[src/cpu_pkg.sv]
package cpu_pkg;

    typedef logic [31:0] word_t;
    typedef logic [4:0]  reg_idx_t;

    localparam word_t    reset_pc = 32'hbfc0_0000;
    localparam reg_idx_t reg_ra   = 5'd31;

    typedef enum logic [5:0] {
        op_special = 6'h00,
        op_j       = 6'h02,
        op_jal     = 6'h03,
        op_beq     = 6'h04,
        op_bne     = 6'h05,
        op_addiu   = 6'h09,
        op_slti    = 6'h0a,
        op_andi    = 6'h0c,
        op_ori     = 6'h0d,
        op_xori    = 6'h0e,
        op_lui     = 6'h0f,
        op_lw      = 6'h23,
        op_sw      = 6'h2b
    } opcode_t;

    typedef enum logic [5:0] {
        fn_sll  = 6'h00,
        fn_srl  = 6'h02,
        fn_sra  = 6'h03,
        fn_jr   = 6'h08,
        fn_addu = 6'h21,
        fn_subu = 6'h23,
        fn_and  = 6'h24,
        fn_or   = 6'h25,
        fn_xor  = 6'h26,
        fn_nor  = 6'h27,
        fn_slt  = 6'h2a,
        fn_sltu = 6'h2b
    } funct_t;

    typedef enum logic [3:0] {
        alu_add, alu_sub, alu_and, alu_or, alu_xor, alu_nor,
        alu_slt, alu_sltu, alu_sll, alu_srl, alu_sra, alu_lui
    } alu_op_t;

    typedef enum logic [2:0] {br_none, br_beq, br_bne, br_j, br_jr} branch_t;

    typedef enum logic {wb_alu, wb_mem} wb_src_t;

    typedef enum logic [1:0] {fwd_rf, fwd_ex, fwd_mem, fwd_wb} fwd_sel_t;

    // source of operand b
    typedef enum logic [1:0] {imm_reg, imm_sign, imm_zero, imm_upper} imm_kind_t;

    typedef enum logic [1:0] {dst_none, dst_rt, dst_rd, dst_ra} dst_kind_t;

endpackage
[src/mips_core.sv]
`timescale 1ns/1ps

module mips_core (
    input  logic           clk,
    input  logic           resetn,
    output logic           inst_req,
    output cpu_pkg::word_t inst_addr,
    input  cpu_pkg::word_t inst_rdata,
    input  logic           inst_ok,
    output logic           data_req,
    output logic           data_wr,
    output cpu_pkg::word_t data_addr,
    output cpu_pkg::word_t data_wdata,
    output logic [3:0]     data_strobe,
    input  cpu_pkg::word_t data_rdata,
    input  logic           data_ok
);
    cpu_pkg::word_t    instr;
    cpu_pkg::word_t    pc_plus4;
    logic              fetch_wait;
    logic              branch_taken;
    cpu_pkg::word_t    branch_target;

    cpu_pkg::reg_idx_t rs;
    cpu_pkg::reg_idx_t rt;
    logic              rs_used;
    logic              rt_used;
    cpu_pkg::fwd_sel_t fwd_a;
    cpu_pkg::fwd_sel_t fwd_b;

    // ID/EX
    cpu_pkg::alu_op_t  alu_op;
    cpu_pkg::word_t    op_a;
    cpu_pkg::word_t    op_b;
    logic [4:0]        shamt;
    cpu_pkg::word_t    store_data;
    cpu_pkg::reg_idx_t dst;
    cpu_pkg::wb_src_t  wb_src;
    logic              mem_wr;

    // EX/MEM
    cpu_pkg::word_t    ex_result;
    cpu_pkg::word_t    alu_result;
    cpu_pkg::word_t    store_data_m;
    cpu_pkg::reg_idx_t dst_m;
    cpu_pkg::wb_src_t  wb_src_m;
    logic              mem_wr_m;
    cpu_pkg::reg_idx_t e_dst;
    logic              e_load;

    cpu_pkg::word_t    mem_result;
    cpu_pkg::reg_idx_t m_dst;
    logic              m_load;
    logic              mem_wait;
    cpu_pkg::reg_idx_t wb_dst;
    cpu_pkg::word_t    wb_data;

    logic              pipe_stall;
    logic              load_stall;

    fetch_stage   u_fetch   (.*);
    decode_stage  u_decode  (.*);
    execute_stage u_execute (.*);
    memory_stage  u_memory  (.*);
    hazard_unit   u_hazard  (.*);

endmodule

[src/hazard_unit.sv]
`timescale 1ns/1ps

module hazard_unit (
    input  logic              clk,
    input  logic              resetn,
    input  cpu_pkg::reg_idx_t rs,
    input  cpu_pkg::reg_idx_t rt,
    input  logic              rs_used,
    input  logic              rt_used,
    input  cpu_pkg::reg_idx_t e_dst,
    input  logic              e_load,
    input  cpu_pkg::reg_idx_t m_dst,
    input  logic              m_load,
    input  cpu_pkg::reg_idx_t wb_dst,
    input  logic              fetch_wait,
    input  logic              mem_wait,
    output cpu_pkg::fwd_sel_t fwd_a,
    output cpu_pkg::fwd_sel_t fwd_b,
    output logic              pipe_stall,
    output logic              load_stall
);
    // youngest writer wins
    function automatic cpu_pkg::fwd_sel_t pick(input cpu_pkg::reg_idx_t src, input logic used);
        if (!used || src == '0) begin
            return cpu_pkg::fwd_rf;
        end else if (src == e_dst) begin
            return e_load ? cpu_pkg::fwd_rf : cpu_pkg::fwd_ex;
        end else if (src == m_dst) begin
            return cpu_pkg::fwd_mem;
        end else if (src == wb_dst) begin
            return cpu_pkg::fwd_wb;
        end
        return cpu_pkg::fwd_rf;
    endfunction

    function automatic logic load_hit(input cpu_pkg::reg_idx_t src, input logic used);
        return used && src != '0 && ((e_load && src == e_dst) || (m_load && src == m_dst));
    endfunction

    always_comb begin
        fwd_a      = pick(rs, rs_used);
        fwd_b      = pick(rt, rt_used);
        load_stall = load_hit(rs, rs_used) | load_hit(rt, rt_used);
        pipe_stall = fetch_wait | mem_wait;
    end

    // the bubble from decode must reach execute
    assert property (@(posedge clk) disable iff (!resetn)
        load_stall && !pipe_stall |=> !e_load);

endmodule

[src/memory_stage.sv]
`timescale 1ns/1ps

module memory_stage (
    input  logic              clk,
    input  logic              resetn,
    input  cpu_pkg::word_t    alu_result,
    input  cpu_pkg::word_t    store_data_m,
    input  cpu_pkg::reg_idx_t dst_m,
    input  cpu_pkg::wb_src_t  wb_src_m,
    input  logic              mem_wr_m,
    input  cpu_pkg::word_t    data_rdata,
    input  logic              data_ok,
    input  logic              pipe_stall,
    output logic              data_req,
    output logic              data_wr,
    output cpu_pkg::word_t    data_addr,
    output cpu_pkg::word_t    data_wdata,
    output logic [3:0]        data_strobe,
    output cpu_pkg::word_t    mem_result,
    output cpu_pkg::reg_idx_t m_dst,
    output logic              m_load,
    output logic              mem_wait,
    output cpu_pkg::reg_idx_t wb_dst,
    output cpu_pkg::word_t    wb_data
);
    logic           done;
    cpu_pkg::word_t rdata_hold;
    cpu_pkg::word_t load_data;

    assign m_dst       = dst_m;
    assign m_load      = (wb_src_m == cpu_pkg::wb_mem);
    assign mem_result  = alu_result;
    assign data_req    = (mem_wr_m | m_load) & ~done;
    assign data_wr     = mem_wr_m;
    assign data_addr   = alu_result;
    assign data_wdata  = store_data_m;
    assign data_strobe = {4{mem_wr_m}};
    assign mem_wait    = data_req & ~data_ok;
    assign load_data   = done ? rdata_hold : data_rdata;

    // access finished but fetch still holds the pipe
    always_ff @(posedge clk) begin
        if (!resetn) begin
            done <= 1'b0;
        end else begin
            done <= pipe_stall & (done | (data_req & data_ok));
        end
    end

    always_ff @(posedge clk) begin
        if (data_req && data_ok) begin
            rdata_hold <= data_rdata;
        end
    end

    always_ff @(posedge clk) begin
        if (!resetn || pipe_stall) begin
            wb_dst <= '0;
        end else begin
            wb_dst <= m_dst;
        end
    end

    always_ff @(posedge clk) begin
        if (!pipe_stall) begin
            wb_data <= m_load ? load_data : alu_result;
        end
    end

    assert property (@(posedge clk) disable iff (!resetn)
        data_req |-> data_addr[1:0] == 2'b00);

endmodule

[src/execute_stage.sv]
`timescale 1ns/1ps

module execute_stage (
    input  logic              clk,
    input  logic              resetn,
    input  cpu_pkg::alu_op_t  alu_op,
    input  cpu_pkg::word_t    op_a,
    input  cpu_pkg::word_t    op_b,
    input  logic [4:0]        shamt,
    input  cpu_pkg::word_t    store_data,
    input  cpu_pkg::reg_idx_t dst,
    input  cpu_pkg::wb_src_t  wb_src,
    input  logic              mem_wr,
    input  logic              pipe_stall,
    output cpu_pkg::word_t    ex_result,
    output cpu_pkg::word_t    alu_result,
    output cpu_pkg::word_t    store_data_m,
    output cpu_pkg::reg_idx_t dst_m,
    output cpu_pkg::wb_src_t  wb_src_m,
    output logic              mem_wr_m,
    output cpu_pkg::reg_idx_t e_dst,
    output logic              e_load
);
    assign e_dst  = dst;
    assign e_load = (wb_src == cpu_pkg::wb_mem);

    always_comb begin
        case (alu_op)
            cpu_pkg::alu_add:  ex_result = op_a + op_b;
            cpu_pkg::alu_sub:  ex_result = op_a - op_b;
            cpu_pkg::alu_and:  ex_result = op_a & op_b;
            cpu_pkg::alu_or:   ex_result = op_a | op_b;
            cpu_pkg::alu_xor:  ex_result = op_a ^ op_b;
            cpu_pkg::alu_nor:  ex_result = ~(op_a | op_b);
            cpu_pkg::alu_slt:  ex_result = {31'b0, $signed(op_a) < $signed(op_b)};
            cpu_pkg::alu_sltu: ex_result = {31'b0, op_a < op_b};
            // shifts take rt through op_b
            cpu_pkg::alu_sll:  ex_result = op_b << shamt;
            cpu_pkg::alu_srl:  ex_result = op_b >> shamt;
            cpu_pkg::alu_sra:  ex_result = $signed(op_b) >>> shamt;
            cpu_pkg::alu_lui:  ex_result = op_b;
            default:           ex_result = '0;
        endcase
    end

    always_ff @(posedge clk) begin
        if (!resetn) begin
            dst_m    <= '0;
            wb_src_m <= cpu_pkg::wb_alu;
            mem_wr_m <= 1'b0;
        end else if (!pipe_stall) begin
            dst_m    <= dst;
            wb_src_m <= wb_src;
            mem_wr_m <= mem_wr;
        end
    end

    always_ff @(posedge clk) begin
        if (!pipe_stall) begin
            alu_result   <= ex_result;
            store_data_m <= store_data;
        end
    end

endmodule

[src/decode_stage.sv]
`timescale 1ns/1ps

module decode_stage (
    input  logic              clk,
    input  logic              resetn,
    input  cpu_pkg::word_t    instr,
    input  cpu_pkg::word_t    pc_plus4,
    input  cpu_pkg::fwd_sel_t fwd_a,
    input  cpu_pkg::fwd_sel_t fwd_b,
    input  cpu_pkg::word_t    ex_result,
    input  cpu_pkg::word_t    mem_result,
    input  cpu_pkg::reg_idx_t wb_dst,
    input  cpu_pkg::word_t    wb_data,
    input  logic              pipe_stall,
    input  logic              load_stall,
    output cpu_pkg::reg_idx_t rs,
    output cpu_pkg::reg_idx_t rt,
    output logic              rs_used,
    output logic              rt_used,
    output logic              branch_taken,
    output cpu_pkg::word_t    branch_target,
    output cpu_pkg::alu_op_t  alu_op,
    output cpu_pkg::word_t    op_a,
    output cpu_pkg::word_t    op_b,
    output logic [4:0]        shamt,
    output cpu_pkg::word_t    store_data,
    output cpu_pkg::reg_idx_t dst,
    output cpu_pkg::wb_src_t  wb_src,
    output logic              mem_wr
);
    cpu_pkg::alu_op_t   alu_op_d;
    cpu_pkg::imm_kind_t imm_kind;
    cpu_pkg::branch_t   branch;
    cpu_pkg::wb_src_t   wb_src_d;
    cpu_pkg::dst_kind_t dst_kind;
    logic               mem_wr_d;
    cpu_pkg::word_t     rf_a;
    cpu_pkg::word_t     rf_b;
    cpu_pkg::word_t     a_val;
    cpu_pkg::word_t     b_val;
    cpu_pkg::word_t     a_next;
    cpu_pkg::word_t     b_next;
    cpu_pkg::reg_idx_t  dst_next;

    assign rs = instr[25:21];
    assign rt = instr[20:16];

    control_unit u_control (
        .instr   (instr),
        .alu_op  (alu_op_d),
        .imm_kind(imm_kind),
        .branch  (branch),
        .wb_src  (wb_src_d),
        .dst_kind(dst_kind),
        .mem_wr  (mem_wr_d),
        .rs_used (rs_used),
        .rt_used (rt_used)
    );

    reg_file u_reg_file (
        .clk   (clk),
        .resetn(resetn),
        .ra1   (rs),
        .ra2   (rt),
        .wa    (wb_dst),
        .wd    (wb_data),
        .rd1   (rf_a),
        .rd2   (rf_b)
    );

    function automatic cpu_pkg::word_t fwd_mux(input cpu_pkg::fwd_sel_t sel,
                                               input cpu_pkg::word_t rf_val);
        case (sel)
            cpu_pkg::fwd_ex:  return ex_result;
            cpu_pkg::fwd_mem: return mem_result;
            cpu_pkg::fwd_wb:  return wb_data;
            default:          return rf_val;
        endcase
    endfunction

    always_comb begin
        a_val = fwd_mux(fwd_a, rf_a);
        b_val = fwd_mux(fwd_b, rf_b);
    end

    always_comb begin
        case (imm_kind)
            cpu_pkg::imm_sign:  b_next = {{16{instr[15]}}, instr[15:0]};
            cpu_pkg::imm_zero:  b_next = {16'b0, instr[15:0]};
            cpu_pkg::imm_upper: b_next = {instr[15:0], 16'b0};
            default:            b_next = b_val;
        endcase
        a_next = a_val;
        // jal link value goes through the adder as pc + 8 plus zero
        if (dst_kind == cpu_pkg::dst_ra) begin
            a_next = pc_plus4 + 32'd4;
            b_next = '0;
        end
        case (dst_kind)
            cpu_pkg::dst_rt: dst_next = rt;
            cpu_pkg::dst_rd: dst_next = instr[15:11];
            cpu_pkg::dst_ra: dst_next = cpu_pkg::reg_ra;
            default:         dst_next = '0;
        endcase
    end

    always_comb begin
        branch_taken  = 1'b0;
        branch_target = pc_plus4 + {{14{instr[15]}}, instr[15:0], 2'b00};
        case (branch)
            cpu_pkg::br_beq: branch_taken = (a_val == b_val);
            cpu_pkg::br_bne: branch_taken = (a_val != b_val);
            cpu_pkg::br_j: begin
                branch_taken  = 1'b1;
                branch_target = {pc_plus4[31:28], instr[25:0], 2'b00};
            end
            cpu_pkg::br_jr: begin
                branch_taken  = 1'b1;
                branch_target = a_val;
            end
            default: ;
        endcase
    end

    // ID/EX, load-use inserts a bubble
    always_ff @(posedge clk) begin
        if (!resetn || (load_stall && !pipe_stall)) begin
            dst    <= '0;
            wb_src <= cpu_pkg::wb_alu;
            mem_wr <= 1'b0;
        end else if (!pipe_stall) begin
            dst    <= dst_next;
            wb_src <= wb_src_d;
            mem_wr <= mem_wr_d;
        end
    end

    always_ff @(posedge clk) begin
        if (!pipe_stall) begin
            alu_op     <= alu_op_d;
            op_a       <= a_next;
            op_b       <= b_next;
            shamt      <= instr[10:6];
            store_data <= b_val;
        end
    end

endmodule

[src/fetch_stage.sv]
`timescale 1ns/1ps

module fetch_stage (
    input  logic           clk,
    input  logic           resetn,
    input  cpu_pkg::word_t inst_rdata,
    input  logic           inst_ok,
    input  logic           branch_taken,
    input  cpu_pkg::word_t branch_target,
    input  logic           pipe_stall,
    input  logic           load_stall,
    output logic           inst_req,
    output cpu_pkg::word_t inst_addr,
    output cpu_pkg::word_t instr,
    output cpu_pkg::word_t pc_plus4,
    output logic           fetch_wait
);
    cpu_pkg::word_t pc;
    cpu_pkg::word_t hold_instr;
    logic           hold_valid;
    logic           running;
    logic           accepted;
    logic           advance;

    assign inst_req   = running & ~hold_valid;
    assign inst_addr  = pc;
    assign accepted   = inst_req & inst_ok;
    assign fetch_wait = ~hold_valid & ~accepted;
    assign advance    = ~pipe_stall & ~load_stall;

    // branch in decode redirects the fetch after the delay slot
    always_ff @(posedge clk) begin
        if (!resetn) begin
            pc         <= cpu_pkg::reset_pc;
            hold_valid <= 1'b0;
            running    <= 1'b0;
            instr      <= '0;
        end else begin
            running <= 1'b1;
            if (advance) begin
                pc         <= branch_taken ? branch_target : pc + 32'd4;
                hold_valid <= 1'b0;
                instr      <= hold_valid ? hold_instr : inst_rdata;
            end else if (accepted) begin
                hold_valid <= 1'b1;
            end
        end
    end

    always_ff @(posedge clk) begin
        if (advance) begin
            pc_plus4 <= pc + 32'd4;
        end else if (accepted) begin
            hold_instr <= inst_rdata;
        end
    end

    assert property (@(posedge clk) disable iff (!resetn)
        inst_req |-> inst_addr[1:0] == 2'b00);

endmodule

[src/reg_file.sv]
`timescale 1ns/1ps

module reg_file (
    input  logic              clk,
    input  logic              resetn,
    input  cpu_pkg::reg_idx_t ra1,
    input  cpu_pkg::reg_idx_t ra2,
    input  cpu_pkg::reg_idx_t wa,
    input  cpu_pkg::word_t    wd,
    output cpu_pkg::word_t    rd1,
    output cpu_pkg::word_t    rd2
);
    cpu_pkg::word_t regs [0:31];

    // $zero cleared in reset, never written
    always_ff @(posedge clk) begin
        if (!resetn) begin
            regs[0] <= '0;
        end else if (wa != '0) begin
            regs[wa] <= wd;
        end
    end

    assign rd1 = regs[ra1];
    assign rd2 = regs[ra2];

    assert property (@(posedge clk) disable iff (!resetn)
        (ra1 == '0 |-> rd1 == '0) and (ra2 == '0 |-> rd2 == '0));

endmodule

[src/control_unit.sv]
`timescale 1ns/1ps

module control_unit (
    input  cpu_pkg::word_t     instr,
    output cpu_pkg::alu_op_t   alu_op,
    output cpu_pkg::imm_kind_t imm_kind,
    output cpu_pkg::branch_t   branch,
    output cpu_pkg::wb_src_t   wb_src,
    output cpu_pkg::dst_kind_t dst_kind,
    output logic               mem_wr,
    output logic               rs_used,
    output logic               rt_used
);
    cpu_pkg::opcode_t opcode;
    cpu_pkg::funct_t  funct;

    assign opcode = cpu_pkg::opcode_t'(instr[31:26]);
    assign funct  = cpu_pkg::funct_t'(instr[5:0]);

    always_comb begin
        alu_op   = cpu_pkg::alu_add;
        imm_kind = cpu_pkg::imm_reg;
        branch   = cpu_pkg::br_none;
        wb_src   = cpu_pkg::wb_alu;
        dst_kind = cpu_pkg::dst_none;
        mem_wr   = 1'b0;
        rs_used  = 1'b0;
        rt_used  = 1'b0;
        case (opcode)
            cpu_pkg::op_special: begin
                dst_kind = cpu_pkg::dst_rd;
                rs_used  = 1'b1;
                rt_used  = 1'b1;
                case (funct)
                    cpu_pkg::fn_addu: alu_op = cpu_pkg::alu_add;
                    cpu_pkg::fn_subu: alu_op = cpu_pkg::alu_sub;
                    cpu_pkg::fn_and:  alu_op = cpu_pkg::alu_and;
                    cpu_pkg::fn_or:   alu_op = cpu_pkg::alu_or;
                    cpu_pkg::fn_xor:  alu_op = cpu_pkg::alu_xor;
                    cpu_pkg::fn_nor:  alu_op = cpu_pkg::alu_nor;
                    cpu_pkg::fn_slt:  alu_op = cpu_pkg::alu_slt;
                    cpu_pkg::fn_sltu: alu_op = cpu_pkg::alu_sltu;
                    cpu_pkg::fn_sll, cpu_pkg::fn_srl, cpu_pkg::fn_sra: begin
                        rs_used = 1'b0;
                        if (funct == cpu_pkg::fn_sll) begin
                            alu_op = cpu_pkg::alu_sll;
                        end else if (funct == cpu_pkg::fn_srl) begin
                            alu_op = cpu_pkg::alu_srl;
                        end else begin
                            alu_op = cpu_pkg::alu_sra;
                        end
                    end
                    cpu_pkg::fn_jr: begin
                        branch   = cpu_pkg::br_jr;
                        dst_kind = cpu_pkg::dst_none;
                        rt_used  = 1'b0;
                    end
                    default: begin
                        dst_kind = cpu_pkg::dst_none;
                        rs_used  = 1'b0;
                        rt_used  = 1'b0;
                    end
                endcase
            end
            cpu_pkg::op_j:   branch = cpu_pkg::br_j;
            cpu_pkg::op_jal: begin
                branch   = cpu_pkg::br_j;
                dst_kind = cpu_pkg::dst_ra;
            end
            cpu_pkg::op_beq, cpu_pkg::op_bne: begin
                branch  = (opcode == cpu_pkg::op_beq) ? cpu_pkg::br_beq : cpu_pkg::br_bne;
                rs_used = 1'b1;
                rt_used = 1'b1;
            end
            cpu_pkg::op_sw: begin
                imm_kind = cpu_pkg::imm_sign;
                mem_wr   = 1'b1;
                rs_used  = 1'b1;
                rt_used  = 1'b1;
            end
            cpu_pkg::op_addiu, cpu_pkg::op_slti, cpu_pkg::op_andi, cpu_pkg::op_ori,
            cpu_pkg::op_xori, cpu_pkg::op_lui, cpu_pkg::op_lw: begin
                dst_kind = cpu_pkg::dst_rt;
                rs_used  = (opcode != cpu_pkg::op_lui);
                imm_kind = cpu_pkg::imm_sign;
                case (opcode)
                    cpu_pkg::op_slti: alu_op = cpu_pkg::alu_slt;
                    cpu_pkg::op_andi: alu_op = cpu_pkg::alu_and;
                    cpu_pkg::op_ori:  alu_op = cpu_pkg::alu_or;
                    cpu_pkg::op_xori: alu_op = cpu_pkg::alu_xor;
                    cpu_pkg::op_lui:  alu_op = cpu_pkg::alu_lui;
                    cpu_pkg::op_lw:   wb_src = cpu_pkg::wb_mem;
                    default: ;
                endcase
                // logical immediates are zero extended
                if (opcode inside {cpu_pkg::op_andi, cpu_pkg::op_ori, cpu_pkg::op_xori}) begin
                    imm_kind = cpu_pkg::imm_zero;
                end else if (opcode == cpu_pkg::op_lui) begin
                    imm_kind = cpu_pkg::imm_upper;
                end
            end
            default: ;
        endcase
    end

endmodule

[config.mk]
export PLATFORM = sky130hd
export DESIGN_NAME = mips_core
export DESIGN_NICKNAME = d
export VERILOG_FILES = /design/src/cpu_pkg.sv /design/src/mips_core.sv /design/src/hazard_unit.sv /design/src/memory_stage.sv /design/src/execute_stage.sv /design/src/decode_stage.sv /design/src/fetch_stage.sv /design/src/reg_file.sv /design/src/control_unit.sv
export SDC_FILE = /design/constraint.sdc
export NUM_CORES = 2
export LEC_CHECK = 0
export BUFFER_PORTS_ARGS = -buffer_cell sky130_fd_sc_hd__buf_2
export CORE_ASPECT_RATIO = 1.2
export CORE_MARGIN = 4
export CORE_UTILIZATION = 40
export DETAILED_ROUTE_END_ITERATION = 10
export GPL_TIMING_DRIVEN = 0
export PLACE_DENSITY = 0.61
export SETUP_SLACK_MARGIN = 0.1
export SYNTH_ARGS = -nofsm -noshare
export SYNTH_HDL_FRONTEND = slang
export SYNTH_SLANG_ARGS = --single-unit
[constraint.sdc]
create_clock -name clk -period 15.2 [get_ports clk]
set_input_delay 0 -clock clk [delete_from_list [all_inputs] [get_ports clk]]
set_output_delay 0 -clock clk [all_outputs]
set_load 0.01 [all_outputs]
==> results.md <==
- Outcome: finished, violations left
- Failing checks: max-capacitance violations, max-slew violations
- CTS tree: yes
- Routed len/inst: 41.1 um
- Final WL: 379000 um
- Post-synthesis xor/xnor area fraction: 0.0156
- Skew-Pair Late Insertion Delay: 0.84 ns
- Ys Warns: 0
- Critical Path End Type: flop
- Peak VDD IR: 0.131 mV
- CTS Buf Count: 150
- Initial antenna violation count: 20
- Sw Pwr: 3.58 mW
- Final cycle utilization of the critical path: 0.625
- Die ar.: 205000 um^2
- Worst EP required: 15.97 ns
- Root Buffer: clkbuf_16
- Beginning of the worst hold path: data_rdata[23]
- Synthesized flop and latch total: 1417
- Post-route ant nets: 0
- Fillers: 17481
- Core Area: 196000 um^2
- Row count: 178
- Hold Crit Depth: 2
- Syn_nets: 6135
- LEAKAGE: 32.8 nW
- Post-synthesis mux area share: 0.208
- Top FF cell, synth: edfxtp_1
- Sequential power share: 0.422
- Die Y: 495 um
- RD Place Congestion: 1.03
- Comb pwr share: 0.234
- Met1 usage: 0.407
- Largest family of logic cells by synthesized area: multiplexers
- Setup-failing EPs final: 0
- Pwr dens: 117 nW/um^2
- CTS H-tree lvls: 4
- Port bufs: 170
- Top Ports: 171
- Syn Area/Cell: 13.4 um^2
- Reg2Reg Depth: 22
- Flip-flop and latch area: 41600 um^2
- Critical path arrival: 10.27 ns
- Most Used Layer, Global Route: met2
- Postcts setup bufs: 0
- Clk slew on worst S/H paths: 0.06 ns
- Reg2Reg Setup Slack: 5.70 ns
- Setup Skew: 0.0427 ns
- Vias post-DR: 63279
- Critical path class: flop to flop
- First-pass GRT wire length: 509000 um
- Syn-to-layout area delta: 15.3%
- Post-DR vias/cell: 6.88
- Worst-Margin Slew: 1.62 ns
- Post-synthesis cell area: 79200 um^2
- Tmin final: 9.50 ns
- Unrepaired setup endpoints after global routing: false
- Switching Share: 0.334
- Longest Clk Path Bufs: 3
- Max-cap violations: 7
- Number of flops mapped to enable cells by yosys: 1321
- Post-synthesis simple-gate area fraction: 0.0872
- Drc violations: 0
- Grt met2 use: 0.559
- Hold Vio Cnt, Final: 0
- Synth Area in Adders: 0.0219
- CP Max Fanout: 10
- Router iterations before antenna repair: 8
- First DRT Iteration DRCs: 9550
- Final net count: 6669
- Seq/Total Area, Yosys: 0.525
- Reg2reg end: u_fetch.inst_addr[17]$_SDFFE_PN0P_
- Worst Hold Margin: 0.0816 ns
- Ys async rst share: 0
- Compound-Gate Fraction of Synth Area: 0.111
- Reg2reg start: u_decode.shamt[0]$_DFFE_PN_
- Grt met3 use: 0.103
- Cell count after synthesis: 5930
- Starting density of the core: 0.403
- Post-DP HPWL: 283000 um
- Fraction of layout cells with a size suffix above 1: 0.201
- Vias in the first global route: 61024
- Largest net degree at the start of global routing: 68
- GRT Util Overall: 0.359
- HP Class: primary input to flop
- GRT overflow: 0
- Area occupied by multi-input gates: 35400 um^2
- Internal power: 7.14 mW
- Clock Power Share: 0.344
- Fmax: 105 MHz
- Hold path endpoint: u_memory.rdata_hold[23]$_DFFE_PP_
- CTS Sinks: 1417
- Slew Limit Headroom: -0.0821
- Final Max Tran Viols: 36
- Setup tns final: 0 ns
- Die width: 414 um
- Crit path launch type: flop
- Yosys cell types: 104
## final cells by class
type	instances	area share
timing repair buffer	382	0.0409
buffer	458	0.0212
inverter	152	0.00625
clock inverter	81	0.00860
clock buffer	187	0.0438
multi-input combinational	3903	0.388
sequential	1417	0.455
antenna	14	0.000384
tap	2610	0.0358
## worst max path at each step
stage	from	end	slack (ns)	cells after the start
global placement	u_memory.done$_SDFF_PN0_	u_memory.wb_dst[3]$_SDFF_PP0_	3.80	6
finish	u_decode.shamt[0]$_DFFE_PN_	u_fetch.inst_addr[17]$_SDFFE_PN0P_	5.70	22
floorplan	u_memory.done$_SDFF_PN0_	u_memory.wb_dst[3]$_SDFF_PP0_	7.87	6
detailed placement	u_decode.shamt[0]$_DFFE_PN_	u_fetch.inst_addr[17]$_SDFFE_PN0P_	6.18	22
CTS	u_decode.shamt[0]$_DFFE_PN_	u_fetch.inst_addr[17]$_SDFFE_PN0P_	6.15	22
global route	u_decode.shamt[0]$_DFFE_PN_	u_fetch.inst_addr[17]$_SDFFE_PN0P_	6.03	22
## per-stage QoR
stage	area, um^2	worst slack, ns	std cells	power [mW]	utilization
floorplan	79200	7.87	5930	5.87	-
CTS	91300	6.15	9189	10.6	0.465
global placement	83300	3.80	8710	6.98	0.424
detailed placement	85200	6.18	8790	6.97	0.434
finish	91300	5.70	9204	10.7	0.465
global route	91300	6.03	9195	11.0	0.465
## state kept, by name (all words and copies together), names as in the netlist, 4 cells and up, named ones only
signal	count
u_decode.alu_op	4
u_memory.wb_dst	5
u_memory.wb_data	32
u_fetch.inst_addr	32
u_memory.rdata_hold	32
u_decode.op_a	32
u_fetch.pc_plus4	32
u_fetch.hold_instr	32
u_execute.store_data_m	32
u_decode.op_b	32
u_fetch.instr	32
u_execute.dst_m	5
u_decode.u_reg_file.regs	1024
u_decode.shamt	5
u_execute.alu_result	32
u_decode.dst	5
u_decode.store_data	32
## placed cells by master, fill, tap and decap left out, types with 81 or more instances in the layout
cell type	n
a211oi_1	86
nor3_1	89
buf_2	280
o21ai_0	176
xnor2_1	81
inv_1	146
ha_1	134
mux4_2	572
dfxtp_1	96
nor2_1	384
clkbuf_1	301
nand3_1	139
clkbuf_16	154
nand2_1	376
mux2i_1	305
a22oi_1	104
a21oi_1	298
edfxtp_1	1321
dlygate4sd3_1	131
## critical path, stage by stage (launching register included)
cell and delay (ns):
edfxtp_1 0.58, buf_2 0.33, inv_1 0.23, buf_2 0.36, buf_2 0.44, clkbuf_1 0.70, o21ai_0 0.75, o21ai_0 0.48
a2bb2oi_1 0.31, a211oi_1 0.91, o211ai_1 0.74, xnor2_1 0.36, o2111ai_1 0.23, nor3_1 0.26, nand4_1 0.25, nor4_1 0.26
and3_1 0.31, buf_4 0.19, mux2i_4 0.51, nand2_4 0.17, buf_4 0.28, a211oi_1 0.57, a21o_1 0.14
## power groups by stage
stage          combinational, mW  sequential [mW]  clock, mW
3_5_place_dp                2.37             4.60          0
4_1_cts                     2.40             4.52       3.70
6_report                    2.51             4.53       3.69
3_3_place_gp                2.36             4.62          0
2_1_floorplan               1.35             4.52          0
5_1_grt                     2.57             4.52       3.86
## synthesized netlist by cell type, types with 39 or more instances
cell type | count | area share
a211oi_1 | 87 | 0.0082
a21oi_1 | 301 | 0.019
a221oi_1 | 61 | 0.0067
a22oi_1 | 104 | 0.0099
a31oi_1 | 39 | 0.0031
and2_1 | 66 | 0.0052
and3_1 | 69 | 0.0055
buf_1 | 61 | 0.0029
buf_2 | 101 | 0.0064
clkbuf_1 | 278 | 0.013
dfxtp_1 | 96 | 0.024
edfxtp_1 | 1321 | 0.50
ha_1 | 134 | 0.021
inv_1 | 146 | 0.0069
mux2_2 | 43 | 0.0061
mux2i_1 | 305 | 0.039
mux4_2 | 572 | 0.16
nand2_1 | 376 | 0.018
nand2b_1 | 48 | 0.0038
nand3_1 | 139 | 0.0088
nand4_1 | 41 | 0.0032
nor2_1 | 415 | 0.020
nor2b_1 | 49 | 0.0039
nor3_1 | 90 | 0.0057
o211ai_1 | 45 | 0.0043
o21ai_0 | 177 | 0.011
o22ai_1 | 50 | 0.0040
xnor2_1 | 81 | 0.0090
xor2_1 | 60 | 0.0066
## metal layers
metal,part of all wire,vias to the layer above
li1,-,24843
met1,0.33,32038
met2,0.45,4903
met3,0.11,1485
met4,0.11,10
met5,0.00041,-
## kinds of logic after synthesis
logic type,count (synthesis)
simple gates,1432
flops,1417
compound gates,1271
mux,922
buf+inv,610
xor+xnor,141
fa+ha+maj,137
## what timing repair did
action                    in CTS  in global routing
hold buffers                 131                  0
resized for setup              0                  0
hold endpoints to repair     167                  0
(Power assumes the default switching activity.)
